==> src/source/zx_paging_pkg.sv <==
// Spectrum paging core definitions
package zx_paging_pkg;

	localparam int PHYS_ADDR_W = 25;

	typedef logic [PHYS_ADDR_W-1:0] phys_addr_t;
	typedef logic [15:0]            cpu_addr_t;
	typedef logic [7:0]             cpu_data_t;
	typedef logic [2:0]             border_t;

	// Machine model, sampled during reset
	typedef enum logic [1:0] {
		MODEL_48K   = 2'd0,
		MODEL_128K  = 2'd1,
		MODEL_PLUS3 = 2'd2
	} model_t;

	typedef enum logic [1:0] {
		EV_MEM_RD = 2'd0,
		EV_MEM_WR = 2'd1,
		EV_IO_WR  = 2'd2
	} event_kind_t;

	// ================================================
	// Views of an I/O write byte
	// ================================================
	typedef struct packed {
		logic [1:0] spare;
		logic       lock;
		logic       rom;
		logic       screen;
		logic [2:0] bank;
	} p7ffd_t;

	// cfg[1] doubles as the high ROM select in normal mode
	typedef struct packed {
		logic [4:0] spare;
		logic [1:0] cfg;
		logic       special;
	} p1ffd_t;

	typedef struct packed {
		logic [2:0] spare;
		logic       ear;
		logic       mic;
		border_t    border;
	} ula_t;

	typedef union packed {
		p7ffd_t p7ffd;
		p1ffd_t p1ffd;
		ula_t   ula;
	} port_byte_u;

	// Fixed RAM banks behind 4000 and 8000
	localparam logic [2:0] BANK_SCREEN = 3'd5;
	localparam logic [2:0] BANK_MID    = 3'd2;

endpackage

==> src/source/bus_event_if.sv <==
// Captured bus event channel
interface bus_event_if;

	// One-cycle strobe per event
	logic                        valid;
	zx_paging_pkg::event_kind_t kind;
	zx_paging_pkg::cpu_addr_t   addr;
	zx_paging_pkg::cpu_data_t   data;

	modport src (
		output valid,
		output kind,
		output addr,
		output data
	);

	modport dst (
		input valid,
		input kind,
		input addr,
		input data
	);

endinterface

==> src/source/map_req_if.sv <==
// Memory event with paging state
interface map_req_if;

	logic                       valid;
	logic                       write;
	zx_paging_pkg::cpu_addr_t   addr;
	zx_paging_pkg::cpu_data_t   data;
	// Paging snapshot taken when the event left the port stage
	zx_paging_pkg::port_byte_u page_7ffd;
	zx_paging_pkg::port_byte_u page_1ffd;
	zx_paging_pkg::model_t     model;

	modport src (
		output valid, write, addr, data,
		output page_7ffd, page_1ffd, model
	);

	modport dst (
		input valid, write, addr, data,
		input page_7ffd, page_1ffd, model
	);

endinterface

==> src/source/bus_capture.sv <==
// Bus cycle start detector
module bus_capture (
	input  logic                     clk_sys,
	input  logic                     reset,
	input  zx_paging_pkg::cpu_addr_t addr,
	input  zx_paging_pkg::cpu_data_t data,
	input  logic                     mreq,
	input  logic                     iorq,
	input  logic                     rd,
	input  logic                     wr,
	input  logic                     m1,
	bus_event_if.src                 ev
);

	logic mem_lvl;
	logic io_wr_lvl;
	logic mem_prev;
	logic io_wr_prev;
	logic mem_start;
	logic io_wr_start;

	// Refresh has mreq without rd or wr, so it never counts
	assign mem_lvl   = mreq & (rd | wr);
	// I/O write outside of an interrupt acknowledge
	assign io_wr_lvl = iorq & wr & ~m1;

	assign mem_start   = mem_lvl & ~mem_prev;
	assign io_wr_start = io_wr_lvl & ~io_wr_prev;

	// ================================================
	// Edge detect
	// ================================================
	always_ff @(posedge clk_sys) begin
		if (reset) begin
			mem_prev   <= 1'b0;
			io_wr_prev <= 1'b0;
			ev.valid   <= 1'b0;
		end else begin
			mem_prev   <= mem_lvl;
			io_wr_prev <= io_wr_lvl;
			ev.valid   <= mem_start | io_wr_start;
		end
	end

	// Event payload
	always_ff @(posedge clk_sys) begin
		if (mem_start) begin
			ev.kind <= wr ? zx_paging_pkg::EV_MEM_WR : zx_paging_pkg::EV_MEM_RD;
			ev.addr <= addr;
			ev.data <= data;
		end else if (io_wr_start) begin
			ev.kind <= zx_paging_pkg::EV_IO_WR;
			ev.addr <= addr;
			ev.data <= data;
		end
	end

endmodule

==> src/source/port_regs.sv <==
// Port decode and paging registers
module port_regs (
	input  logic                     clk_sys,
	input  logic                     reset,
	input  zx_paging_pkg::model_t    model,
	bus_event_if.dst                 ev,
	map_req_if.src                   req,
	output zx_paging_pkg::border_t   border,
	output logic                     ear,
	output logic                     mic,
	output logic                     screen_page
);

	zx_paging_pkg::model_t     model_q;
	zx_paging_pkg::port_byte_u page_7ffd;
	zx_paging_pkg::port_byte_u page_1ffd;
	zx_paging_pkg::port_byte_u wr_byte;
	logic                      plus3;
	logic                      page_disable;
	logic                      io_wr;
	logic                      mem_ev;
	logic                      hit_ula;
	logic                      hit_7ffd;
	logic                      hit_1ffd;

	assign wr_byte = ev.data;
	assign plus3   = (model_q == zx_paging_pkg::MODEL_PLUS3);

	// 48K has no paging; the lock bit freezes it until reset
	assign page_disable = (model_q == zx_paging_pkg::MODEL_48K) | page_7ffd.p7ffd.lock;

	assign io_wr  = ev.valid & (ev.kind == zx_paging_pkg::EV_IO_WR);
	assign mem_ev = ev.valid & (ev.kind != zx_paging_pkg::EV_IO_WR);

	// ================================================
	// Port decode
	// ================================================
	assign hit_ula  = io_wr & ~ev.addr[0];
	// 128K only looks at A15 and A1, +3 adds A14
	assign hit_7ffd = io_wr & ~ev.addr[15] & ~ev.addr[1] & (ev.addr[14] | ~plus3)
		& ~page_disable;
	assign hit_1ffd = io_wr & ~ev.addr[1] & ev.addr[12] & (ev.addr[15:13] == 3'b000)
		& plus3 & ~page_disable;

	// Model sampled while reset is held
	always_ff @(posedge clk_sys) begin
		if (reset) begin
			model_q <= model;
		end
	end

	always_ff @(posedge clk_sys) begin
		if (reset) begin
			page_7ffd <= '0;
			page_1ffd <= '0;
			border    <= '0;
			ear       <= 1'b0;
			mic       <= 1'b0;
		end else begin
			// A single write may land in the ULA and a paging port
			if (hit_ula) begin
				border <= wr_byte.ula.border;
				ear    <= wr_byte.ula.ear;
				mic    <= wr_byte.ula.mic;
			end
			if (hit_7ffd) begin
				page_7ffd <= wr_byte;
			end
			if (hit_1ffd) begin
				page_1ffd <= wr_byte;
			end
		end
	end

	assign screen_page = page_7ffd.p7ffd.screen;

	// ================================================
	// Memory event forwarding
	// ================================================
	always_ff @(posedge clk_sys) begin
		if (reset) begin
			req.valid <= 1'b0;
		end else begin
			req.valid <= mem_ev;
		end
	end

	// Paging state travels with the access
	always_ff @(posedge clk_sys) begin
		if (mem_ev) begin
			req.write     <= (ev.kind == zx_paging_pkg::EV_MEM_WR);
			req.addr      <= ev.addr;
			req.data      <= ev.data;
			req.page_7ffd <= page_7ffd;
			req.page_1ffd <= page_1ffd;
			req.model     <= model_q;
		end
	end

endmodule

==> src/source/mem_map.sv <==
// Logical to physical memory mapper
module mem_map #(
	parameter zx_paging_pkg::phys_addr_t ROM_BASE = 25'h100000
) (
	input  logic                       clk_sys,
	input  logic                       reset,
	map_req_if.dst                     req,
	output logic                       mem_req,
	output logic                       mem_we,
	output logic                       rom_access,
	output zx_paging_pkg::phys_addr_t  mem_addr,
	output zx_paging_pkg::cpu_data_t   mem_data
);

	logic [1:0]                quadrant;
	logic                      special;
	logic [2:0]                rom_page;
	logic [2:0]                bank;
	logic                      is_rom;
	zx_paging_pkg::phys_addr_t phys;

	// +3 all-RAM layouts, indexed by config and quadrant
	function automatic logic [2:0] special_bank(input logic [1:0] cfg, input logic [1:0] quad);
		logic [2:0] b;
		case (cfg)
			2'd0: b = {1'b0, quad};
			2'd1: b = {1'b1, quad};
			2'd2: b = (quad == 2'd3) ? 3'd3 : {1'b1, quad};
			default: begin
				case (quad)
					2'd0: b = 3'd4;
					2'd1: b = 3'd7;
					2'd2: b = 3'd6;
					default: b = 3'd3;
				endcase
			end
		endcase
		return b;
	endfunction

	assign quadrant = req.addr[15:14];
	assign special  = req.page_1ffd.p1ffd.special;

	// ================================================
	// Translation
	// ================================================
	always_comb begin
		case (req.model)
			zx_paging_pkg::MODEL_48K:   rom_page = 3'd1;
			zx_paging_pkg::MODEL_PLUS3: rom_page = {1'b1, req.page_1ffd.p1ffd.cfg[1],
				req.page_7ffd.p7ffd.rom};
			default:                    rom_page = {2'b00, req.page_7ffd.p7ffd.rom};
		endcase

		if (special) begin
			bank = special_bank(req.page_1ffd.p1ffd.cfg, quadrant);
		end else begin
			case (quadrant)
				2'd1: bank = zx_paging_pkg::BANK_SCREEN;
				2'd2: bank = zx_paging_pkg::BANK_MID;
				2'd3: bank = req.page_7ffd.p7ffd.bank;
				default: bank = 3'd0;
			endcase
		end

		is_rom = ~special & (quadrant == 2'd0);
		if (is_rom) begin
			phys = ROM_BASE + zx_paging_pkg::phys_addr_t'({rom_page, req.addr[13:0]});
		end else begin
			phys = zx_paging_pkg::phys_addr_t'({bank, req.addr[13:0]});
		end
	end

	// Output register, ROM writes are dropped here
	always_ff @(posedge clk_sys) begin
		if (reset) begin
			mem_req    <= 1'b0;
			mem_we     <= 1'b0;
			rom_access <= 1'b0;
		end else begin
			mem_req    <= req.valid;
			mem_we     <= req.valid & req.write & ~is_rom;
			rom_access <= req.valid & is_rom;
		end
	end

	always_ff @(posedge clk_sys) begin
		if (req.valid) begin
			mem_addr <= phys;
			mem_data <= req.data;
		end
	end

endmodule

==> src/source/zx_paging.sv <==
// Spectrum paging core top
module zx_paging #(
	parameter zx_paging_pkg::phys_addr_t ROM_BASE = 25'h100000
) (
	input  logic                      clk_sys,
	input  logic                      reset,
	input  zx_paging_pkg::model_t     model,
	input  zx_paging_pkg::cpu_addr_t  addr,
	input  zx_paging_pkg::cpu_data_t  data,
	input  logic                      mreq,
	input  logic                      iorq,
	input  logic                      rd,
	input  logic                      wr,
	input  logic                      m1,
	output logic                      mem_req,
	output zx_paging_pkg::phys_addr_t mem_addr,
	output logic                      mem_we,
	output zx_paging_pkg::cpu_data_t  mem_data,
	output logic                      rom_access,
	output zx_paging_pkg::border_t    border,
	output logic                      ear,
	output logic                      mic,
	output logic                      screen_page
);

	bus_event_if ev_if ();
	map_req_if   req_if ();

	// ================================================
	// Three stage pipeline
	// ================================================
	bus_capture u_capture (
		.clk_sys (clk_sys),
		.reset   (reset),
		.addr    (addr),
		.data    (data),
		.mreq    (mreq),
		.iorq    (iorq),
		.rd      (rd),
		.wr      (wr),
		.m1      (m1),
		.ev      (ev_if.src)
	);

	port_regs u_ports (
		.clk_sys     (clk_sys),
		.reset       (reset),
		.model       (model),
		.ev          (ev_if.dst),
		.req         (req_if.src),
		.border      (border),
		.ear         (ear),
		.mic         (mic),
		.screen_page (screen_page)
	);

	mem_map #(
		.ROM_BASE (ROM_BASE)
	) u_map (
		.clk_sys    (clk_sys),
		.reset      (reset),
		.req        (req_if.dst),
		.mem_req    (mem_req),
		.mem_we     (mem_we),
		.rom_access (rom_access),
		.mem_addr   (mem_addr),
		.mem_data   (mem_data)
	);

endmodule

==> config.mk <==
export PLATFORM = sky130hd
export DESIGN_NAME = zx_paging
export DESIGN_NICKNAME = d
export VERILOG_FILES = /design/src/source/zx_paging_pkg.sv /design/src/source/bus_event_if.sv /design/src/source/map_req_if.sv /design/src/source/bus_capture.sv /design/src/source/port_regs.sv /design/src/source/mem_map.sv /design/src/source/zx_paging.sv
export SDC_FILE = /design/constraint.sdc
export NUM_CORES = 1
export LEC_CHECK = 0
export ABC_AREA = 1
export BUFFER_PORTS_ARGS = -buffer_cell sky130_fd_sc_hd__buf_2
export CORE_MARGIN = 3
export CORE_UTILIZATION = 50
export DETAILED_ROUTE_END_ITERATION = 7
export PLACE_DENSITY = 0.85
export SYNTH_ARGS = -nofsm -noshare
export SYNTH_HDL_FRONTEND = slang
export SYNTH_SLANG_ARGS = --single-unit
==> constraint.sdc <==
create_clock -name clk_sys -period 2.8 [get_ports clk_sys]
set_input_delay 0.28 -clock clk_sys [delete_from_list [all_inputs] [get_ports clk_sys]]
set_output_delay 0.28 -clock clk_sys [all_outputs]
set_load 0.02 [all_outputs]
==> summary.txt, run 1 <==
Outcome
  – Status: completed

Worst hold path
  – Worst Hold Class: in2reg
  – Hold Crit Start: addr[6]

Timing
  – Clk_skew: roughly 0.016 ns
  – Worst-Margin Slew: about 0.88 ns
  – Max Fclk: between 0.6 and 0.7 GHz
  – Final hold violations: 0
  – Slew margin rel.: 0.4098
  – Slew Viols, Final: 0
  – Sum Neg Setup Slack: 0 ns
  – Final setup vio count: 0
  – Crit share post-route: 0.5844
  – RSZ-0062 raised after global routing: no
  – WHS: ~0.083 ns
  – Post-layout min period: between 1.5 and 2 ns

Global route
  – Number of antenna violations at the first check in global routing: 0
  – GRT Util Overall: 0.1361
  – Met1 global-route usage: 0.1460
  – Global-route wire length before repair: 8638 um
  – Vias in the first global route: roughly 1.9k
  – Busiest grt layer: met2
  – GRT overflow: 0
  – Largest net degree at the start of global routing: 35
  – GR Util met2: 0.2410
  – Global-route met3 utilization: 0.04512

Clock tree
  – Clk buf depth: 2
  – Cts hold-fix bufs: 0
  – Htree depth: 3
  – Total CTS buffers: 9
  – CTS tree: built
  – Post-cts gate resize count: 0
  – Skew-Pair Late Insertion Delay: approximately 0.36 ns
  – Post-CTS setup-driven buffer insertion count: 0
  – Clock root cell: clkbuf_8
  – Worst-path clk slew: approximately 0.11 ns
  – Clock sink count: 109

Routing
  – Vias after detailed routing: ~1.9k
  – Initial drt markers: 122
  – Antenna Violating Nets Remaining: 0
  – Residual DRC count: 0
  – First-pass DRT Iterations: 4
  – Wire per inst: about 13 um
  – Vias per Instance: ~4.7
  – Routed Wire Length: 5443 um

Placement
  – Placer Congestion: just under 0.8
  – DP HPWL: just under 4000 um
  – PortBufs: between 60 and 70

Worst setup path
  – Startpoint Class: flip-flop
  – CP Data Arrival Time: 1.62 ns
  – R2r startpoint: u_capture.ev.kind[1]
  – Worst Setup SP: u_capture.ev.kind[1]
  – CP endpoint kind: flip-flop
  – CP required: ~2.8 ns
  – Crit Path Max Fanout: 34
  – Kind of critical path: reg2reg

Final layout
  – Syn-to-layout area delta: 16.89%
  – N_diodes: 0
  – Nets: between 300 and 400
  – Multi-input logic area: 494.2 sq um
  – Share of layout cells above drive strength 1: 0.2866
  – Fill count: slightly above 500
  – Most common cell after layout, fill and taps aside: edfxtp_1
  – Most frequent cells in the layout: edfxtp_1 (88), buf_2 (67), nor2_1 (42), nand2_1 (24), dfxtp_1 (21)
  – FF+latch area: between 3000 and 4000 sq um

Logic synthesis
  – Count of different cell masters after synthesis: 23
  – Post-synthesis sequential area ratio: 0.8335
  – Syn_area_per_cell: 15.38 sq um
  – Mapped Area: approximately 3700 sq um
  – Synth Warn #: 0
  – Number of flops mapped to enable cells by yosys: 88
  – Register bit total from synthesis: about 110
  – FFs w/ async S/R, synth: 0
  – Post-synthesis cell count: 239
  – Ys flop type: edfxtp_1

Die
  – Core Area: 6944 sq um
  – # IOs: 75
  – Die area: between 8000 and 9000 sq um
  – Core Rows: 30
  – Die span in y: between 90 and 100 um
  – Starting Density: 0.5292
  – Die X: 91.73 um

Job
  – Max-Cap Viols: 0

Pwr
  – Cell Pwr Density: between 600 and 700 nW/um^2
  – Leakage: between 1.5 and 2 nW
  – VDD IR max: between 0.4 and 0.5 mV
## layout make-up
class	count	area share
Clock inverter	6	0.01194
Tap cell	96	0.02796
Timing Repair Buffer	69	0.08156
Clock buffer	10	0.03204
Inverter	21	0.01835
Sequential cell	109	0.7131
Multi-Input combinational cell	106	0.1151
## critical path, cell delays in order, from the launching register on
cell,delay (ns)
edfxtp_1,0.43
inv_1,0.07
nor2_1,0.07
nor2_4,0.67
## power breakdown
| part | leakage, nW | switching (mW) | internal [mW] |
|---|---|---|---|
| combinational | 0.586 | 0.0899 | 0.0417 |
| sequential | 0.985 | 0.0304 | 1.83 |
| clock | 0.0943 | 0.505 | 0.362 |
## cells by family (layout without fill, tap and decap cells)
logic type | count (synthesis) | count (layout) | synth area share
flops | 109 | 109 | 0.8335
simple gates | 85 | 85 | 0.1025
buf+inv | 30 | 106 | 0.04017
compound gates | 14 | 14 | 0.02281
other cells | 1 | 7 | 0.001020
## synth_stat cells, types with 2 or more instances
master	count	share of area
buf_4	7	0.014
nor2_4	2	0.0061
dfxtp_1	21	0.11
o21ai_0	7	0.0095
nand2_1	24	0.025
a21oi_1	2	0.0027
o211ai_1	2	0.0041
edfxtp_1	88	0.72
nor2_1	43	0.044
nand3_1	6	0.0082
inv_1	20	0.020
nand3b_1	6	0.012
## flip-flops by register name, summed over array words and instances, names as in the netlist, 2 cells and up
signal,count
u_ports.req.addr,16
u_ports.border,3
u_ports.req.page_7ffd,4
u_ports.page_1ffd,3
u_ports.model_q,2
u_capture.ev.data,8
u_map.mem_addr,18
u_capture.ev.addr,16
u_map.mem_data,8
u_capture.ev.kind,2
u_ports.page_7ffd,6
u_ports.req.data,8
u_ports.req.page_1ffd,3
u_ports.req.model,2
## path summary, 6_finish.rpt
| kind | end | slack, ns | depth (start not counted) |
|---|---|---|---|
| worst max-delay path | u_ports.req.addr[12] | 1.16 | 3 |
| worst min-delay path | u_capture.ev.addr[6] | 0.08 | 1 |
| worst max register to register | u_ports.req.addr[12] | 1.16 | 3 |
| worst min register to register | u_ports.req.addr[10] | 0.42 | 0 |
## through the flow
| stage | util | setup slack (ns) | area, sq um | total power [mW] | cells |
|---|---|---|---|---|---|
| after detailed placement | 0.5914 | 1.187 | 4106 | 2.028 | 401 |
| final | 0.6186 | 1.164 | 4295 | 2.856 | 417 |
| after CTS | 0.6186 | 1.153 | 4295 | 2.880 | 417 |
| after floorplan | - | 0.4395 | 3697 | 1.974 | 245 |
| after global placement | 0.5914 | 1.241 | 4106 | 2.019 | 401 |
| after global routing | 0.6186 | 1.046 | 4295 | 2.965 | 417 |
## layer usage
| metal | wire [um] | part of all wire |
|---|---|---|
| met1 | 2057 | 0.38 |
| met2 | 2837 | 0.52 |
| met3 | 434 | 0.080 |
| met4 | 114 | 0.021 |
| met5 | 0 | 0 |
No activity file was read; power rests on OpenSTA's default activity.
==> run 2: changes to the inputs <==
==> constraint.sdc (replaced) <==
create_clock -name clk_sys -period 1.7 [get_ports clk_sys]
set_input_delay 0.17 -clock clk_sys [delete_from_list [all_inputs] [get_ports clk_sys]]
set_output_delay 0.17 -clock clk_sys [all_outputs]
set_load 0.02 [all_outputs]
==> summary.txt, run 2 (synthesized netlist as in run 1, its figures left out) <==
Global route
  – Vias in the first global route: between 2k and 2.5k
  – Global-route wire length before repair: 9908 um
  – GRT overflow: 0
  – Largest net degree at the start of global routing: 28
  – GRT Util Overall: 0.1567
  – Number of antenna violations at the first check in global routing: 0

Final layout
  – Fill count: around 480
  – Leading registers by flop count: u_map.mem_addr x18, u_capture.ev.addr x16, u_ports.req.addr x16
  – Design area: around 4600 sq um
  – Most frequent cells in the layout: edfxtp_1 (88), buf_2 (67), nor2_1 (42), dlygate4sd3_1 (26), nand2_1 (24)
  – Max reg flops: 18
  – N_diodes: 0
  – Share of layout cells above drive strength 1: 0.2657
  – Nets: ~380
  – Post-Layout Cell Count: roughly 450
  – Most common cell after layout, fill and taps aside: edfxtp_1
  – Syn-to-layout area delta: 24.51%
  – Largest Register: u_map.mem_addr

Pwr
  – VDD IR max: roughly 0.64 mV
  – Leakage: approximately 1.8 nW
  – Clock power frac: 0.293
  – Combinational power share: 0.059
  – Switching power: slightly above 1 mW
  – Sw frac: 0.2149
  – Part of the power in registers: 0.648
  – Cell Pwr Density: approximately 1000 nW/um^2
  – Internal power: approximately 3.7 mW

Timing
  – Sum Neg Setup Slack: 0 ns
  – Crit share post-route: 0.8098
  – RSZ-0062 raised after global routing: no
  – Final hold violations: 0
  – Post-layout min period: 1.377 ns
  – Slew Viols, Final: 0
  – Clk_skew: ~0.016 ns
  – Max Fclk: 0.7264 GHz
  – Final setup vio count: 0

Job
  – Max-Cap Viols: 0

Routing
  – Total met2 wirelength after detailed routing: 3126 um
  – Routed Wire Length: 6020 um
  – Vias after detailed routing: between 2k and 2.5k
  – Initial drt markers: 117
  – DRT met1 WL: approximately 2400 um
  – First-pass DRT Iterations: 4
  – Met3 WL: approximately 400 um
  – Residual DRC count: 0
  – Antenna Violating Nets Remaining: 0
  – Top layer in use: met4
  – Wire per inst: 13.50 um
  – Vias per Instance: between 4 and 5

Die
  – Starting Density: 0.5292
  – Core Rows: 30
  – Die span in y: roughly 92 um
  – Die area: 8414 sq um
  – # IOs: 75
  – Core Area: about 6900 sq um
  – Die X: between 90 and 100 um

Outcome
  – Status: completed

Worst hold path
  – Worst Hold Class: in2reg
  – Cell count of the worst hold path: 3
  – Hold Crit Start: iorq
  – Hold Path End: u_capture.io_wr_prev

Placement
  – PortBufs: 67
  – Placed cell count: about 400
  – DP Area: just over 4000 sq um
  – DP HPWL: slightly below 4000 um
  – Placer Congestion: slightly above 0.8

Worst setup path
  – Startpoint Class: flip-flop
  – CP required: ~2.0 ns
  – R2R cell count: 6
  – Worst reg2reg setup slack: 0.32 ns
  – R2r startpoint: u_capture.ev.kind[0]
  – Crit Path Max Fanout: 6
  – CP Data Arrival Time: about 1.6 ns
  – Worst Setup SP: u_capture.ev.kind[0]
  – CP endpoint kind: flip-flop
  – Kind of critical path: reg2reg
  – R2r endpoint: u_ports.ear

Clock tree
  – Post-CTS setup-driven buffer insertion count: 0
  – CTS tree: built
  – Worst-path clk slew: 0.10 ns
  – Total CTS buffers: 9
  – Clock sink count: between 100 and 150
  – Htree depth: 3
  – Clock root cell: clkbuf_8
  – Skew-Pair Late Insertion Delay: approximately 0.36 ns
  – Clk buf depth: 2
-- run 2: changes by cell type in the layout (fill, tap and decap cells not counted), sizes merged --
| cell | change |
|---|---|
| clkbuf | +2 |
| dlygate4sd3 | +26 |
| clkinvlp | -1 |
| buf | +3 |
| inv | -1 |
-- run 2: timing repair --
action	in CTS	in global routing
hold buffers	26	0
gates resized for setup	0	0
setup endpoints to repair	0	0
hold endpoints to repair	26	0
-- run 2: per-stage QoR --
step | hold WS (ns) | total power, mW | setup slack (ns) | util
floorplan | 0.2689 | 3.253 | 0.1303 | -
global placement | 0.3460 | 3.336 | 0.3510 | 0.5964
detailed placement | 0.3481 | 3.351 | 0.2505 | 0.5964
CTS | 0.03741 | 4.747 | 0.3160 | 0.6589
global route | 0.05610 | 4.915 | 0.1828 | 0.6589
finish | 0.06983 | 4.724 | 0.3234 | 0.6589
-- run 2: worst max-delay path by stage --
stage / slack (ns) / end / cells past startpoint
4_1_cts: 0.32 / u_ports.ear / 6
5_1_grt: 0.18 / u_ports.ear / 6
6_report: 0.32 / u_ports.ear / 6
2_1_floorplan: 0.13 / u_capture.ev.addr[0] / 5
3_3_place_gp: 0.35 / u_capture.ev.addr[11] / 7
3_5_place_dp: 0.25 / u_capture.ev.data[6] / 7
-- run 2: area by class of cell --
type,count,area [sq um],area share
Clock inverter,4,28.78,0.006289
Tap cell,96,120.1,0.02625
Multi-Input combinational cell,106,494.2,0.1080
Clock buffer,12,145.1,0.03172
Inverter,21,78.83,0.01723
Timing Repair Buffer,98,645.6,0.1411
Sequential cell,109,3063,0.6694
-- run 2: power groups by stage --
stage	logic, mW	registers, mW	clock network (mW)
after global routing	0.309	3.07	1.53
final	0.279	3.06	1.39
after floorplan	0.122	3.13	0
after CTS	0.278	3.06	1.41
after detailed placement	0.231	3.12	0
after global placement	0.223	3.11	0
-- run 2: worst max-delay path, cell delays in order, from the launching register on --
cell and delay, ns:
edfxtp_1 0.39, inv_1 0.08, nand3_1 0.13, nor2_1 0.31, inv_1 0.17, nor2_1 0.13, nor2_1 0.06
-- run 2: metal layers --
metal	up-vias	GRT usage
met5	-	0
met1	934	0.1818
met2	75	0.2739
li1	1018	-
met4	0	0.05198
met3	6	0.05168
==> run 3: changes to the inputs <==
==> constraint.sdc (replaced) <==
create_clock -name clk_sys -period 1.4 [get_ports clk_sys]
set_input_delay 0.14 -clock clk_sys [delete_from_list [all_inputs] [get_ports clk_sys]]
set_output_delay 0.14 -clock clk_sys [all_outputs]
set_load 0.02 [all_outputs]
==> summary.txt, run 3 (synthesized netlist as in run 1, its figures left out) <==
Final layout
  – Share of layout cells above drive strength 1: 0.2849
  – Most common cell after layout, fill and taps aside: edfxtp_1
  – Most frequent cells in the layout: edfxtp_1 (88), buf_2 (67), nor2_1 (40), dlygate4sd3_1 (26), nand2_1 (22)
  – Nets: ~380
  – Syn-to-layout area delta: 27.31%
  – Max reg flops: 18
  – Leading registers by flop count: u_map.mem_addr x18, u_capture.ev.addr x16, u_ports.req.addr x16
  – N_diodes: 0
  – Design area: roughly 4700 sq um
  – Util after Layout: 0.6737
  – Largest Register: u_map.mem_addr

Pwr
  – Leakage: 1.827 nW
  – Clock power frac: 0.333
  – Cell Pwr Density: around 1300 nW/um^2
  – Switching power: between 1 and 1.5 mW
  – Sw frac: 0.2017
  – Total Power: approximately 6.1 mW
  – Part of the power in registers: 0.609
  – Internal power: ~4.9 mW
  – VDD IR max: 0.6816 mV
  – Combinational power share: 0.058

Die
  – # IOs: 75
  – Core Rows: 30
  – Die X: roughly 92 um
  – Starting Density: 0.5292
  – Die area: about 8400 sq um
  – Core Area: between 6000 and 7000 sq um
  – Die span in y: 91.73 um

Worst setup path
  – Slowest CP cell: edfxtp_1
  – Kind of critical path: reg2reg
  – Critical Path Max Stage Delay: ~0.42 ns
  – CP endpoint kind: flip-flop
  – CP Data Arrival Time: roughly 1.6 ns
  – Critical path cell sequence: inv_1 -> nand3_2 -> nor2_4 -> buf_4 -> nand3b_1 -> nand2_1 -> nor2_1
  – CP required: about 1.7 ns
  – Crit Path Max Fanout: 5
  – Startpoint Class: flip-flop

Clock tree
  – Clock root cell: clkbuf_8
  – Worst-path clk slew: ~0.09 ns
  – Clk buf depth: 2
  – CTS tree: built
  – Total CTS buffers: 9
  – Skew-Pair Late Insertion Delay: 0.36 ns
  – Clock sink count: 109
  – Htree depth: 3

Outcome
  – Status: completed

Global route
  – Number of antenna violations at the first check in global routing: 0
  – Vias in the first global route: about 2.0k
  – Largest net degree at the start of global routing: 29
  – GRT overflow: 0
  – GRT Util Overall: 0.1449
  – Global-route wire length before repair: between 9000 and 10000 um

Timing
  – Final setup vio count: 0
  – Sum Neg Setup Slack: 0 ns
  – WHS: about 0.016 ns
  – Slew Viols, Final: 0
  – Clk_skew: approximately 0.010 ns
  – Final hold violations: 0
  – Post-layout min period: around 1.3 ns
  – Max Fclk: 0.7571 GHz
  – Crit share post-route: 0.9435

Placement
  – Placer Congestion: 0.7815
  – DP Area: about 4200 sq um
  – PortBufs: between 60 and 70
  – DP HPWL: 3919 um

Routing
  – Routed Wire Length: just under 6000 um
  – First-pass DRT Iterations: 4
  – Initial drt markers: roughly 110
  – Wire per inst: roughly 13 um
  – Vias after detailed routing: between 2k and 2.5k
  – Residual DRC count: 0
  – Vias per Instance: approximately 4.7
  – Antenna Violating Nets Remaining: 0

Worst hold path
  – Worst Hold Class: in2reg

Job
  – Max-Cap Viols: 0
[run 3: changes by cell type in the layout (fill, tap and decap cells not counted), sizes merged]
cell,before,now
buf,72,73
inv,24,23
bufinv,0,2
clkbuf,12,11
[run 3: cell type report]
cell class	count	area, sq um
clock inverters	5	82.58
inverters	21	78.83
fillers	481	2266
flip-flops and latches	109	3063
well taps	96	120.1
repair buffers	99	678.2
multi-input cells	106	514.2
clock buffers	11	141.4
[run 3: metrics by stage]
stage | cells | worst slack [ns]
3_5_place_dp | 403 | 0.04260
4_1_cts | 446 | 0.01237
6_report | 447 | 0.07913
3_3_place_gp | 403 | 0.1296
5_1_grt | 447 | -0.01205
2_1_floorplan | 245 | -0.01528
[run 3: power by group through the flow]
stage                     combinational [mW]  sequential, mW  clock [mW]
after floorplan                        0.150            3.80           0
after global placement                 0.284            3.78           0
after detailed placement               0.293            3.79           0
after CTS                              0.353            3.71        2.07
after global routing                   0.388            3.73        2.20
final                                  0.353            3.72        2.03
[run 3: worst max-delay path, delay by kind of cell (launching register included)]
kind / cells / cell delay (ns)
and+or+nand+nor: 5 / 0.53
DFF: 1 / 0.42
buffers and inverters: 2 / 0.28
[run 3: routing by layer]
metal | track usage | part of all wire
met1 | 0.1653 | 0.40
met2 | 0.2532 | 0.52
met3 | 0.03692 | 0.062
met4 | 0.07054 | 0.021
met5 | 0 | 0
[run 3: timing repair]
| action | 4_1_cts | 5_1_grt |
|---|---|---|
| setup buffers | 1 | 1 |
| hold buffers | 26 | 0 |
| gates resized for setup | 1 | 3 |
| endpoints found under the setup margin | 7 | 13 |
| hold endpoints to repair | 26 | 0 |
| pin swaps | 1 | 1 |
[run 3: final timing paths]
kind                        start                    to  slack [ns]  depth (start not counted)
max          u_capture.ev.kind[0]  u_ports.page_7ffd[2]        0.08                          7
min reg2reg   u_ports.req.addr[2]     u_map.mem_addr[2]        0.43                          0
max reg2reg  u_capture.ev.kind[0]  u_ports.page_7ffd[2]        0.08                          7
min                          iorq  u_capture.io_wr_prev        0.02                          3
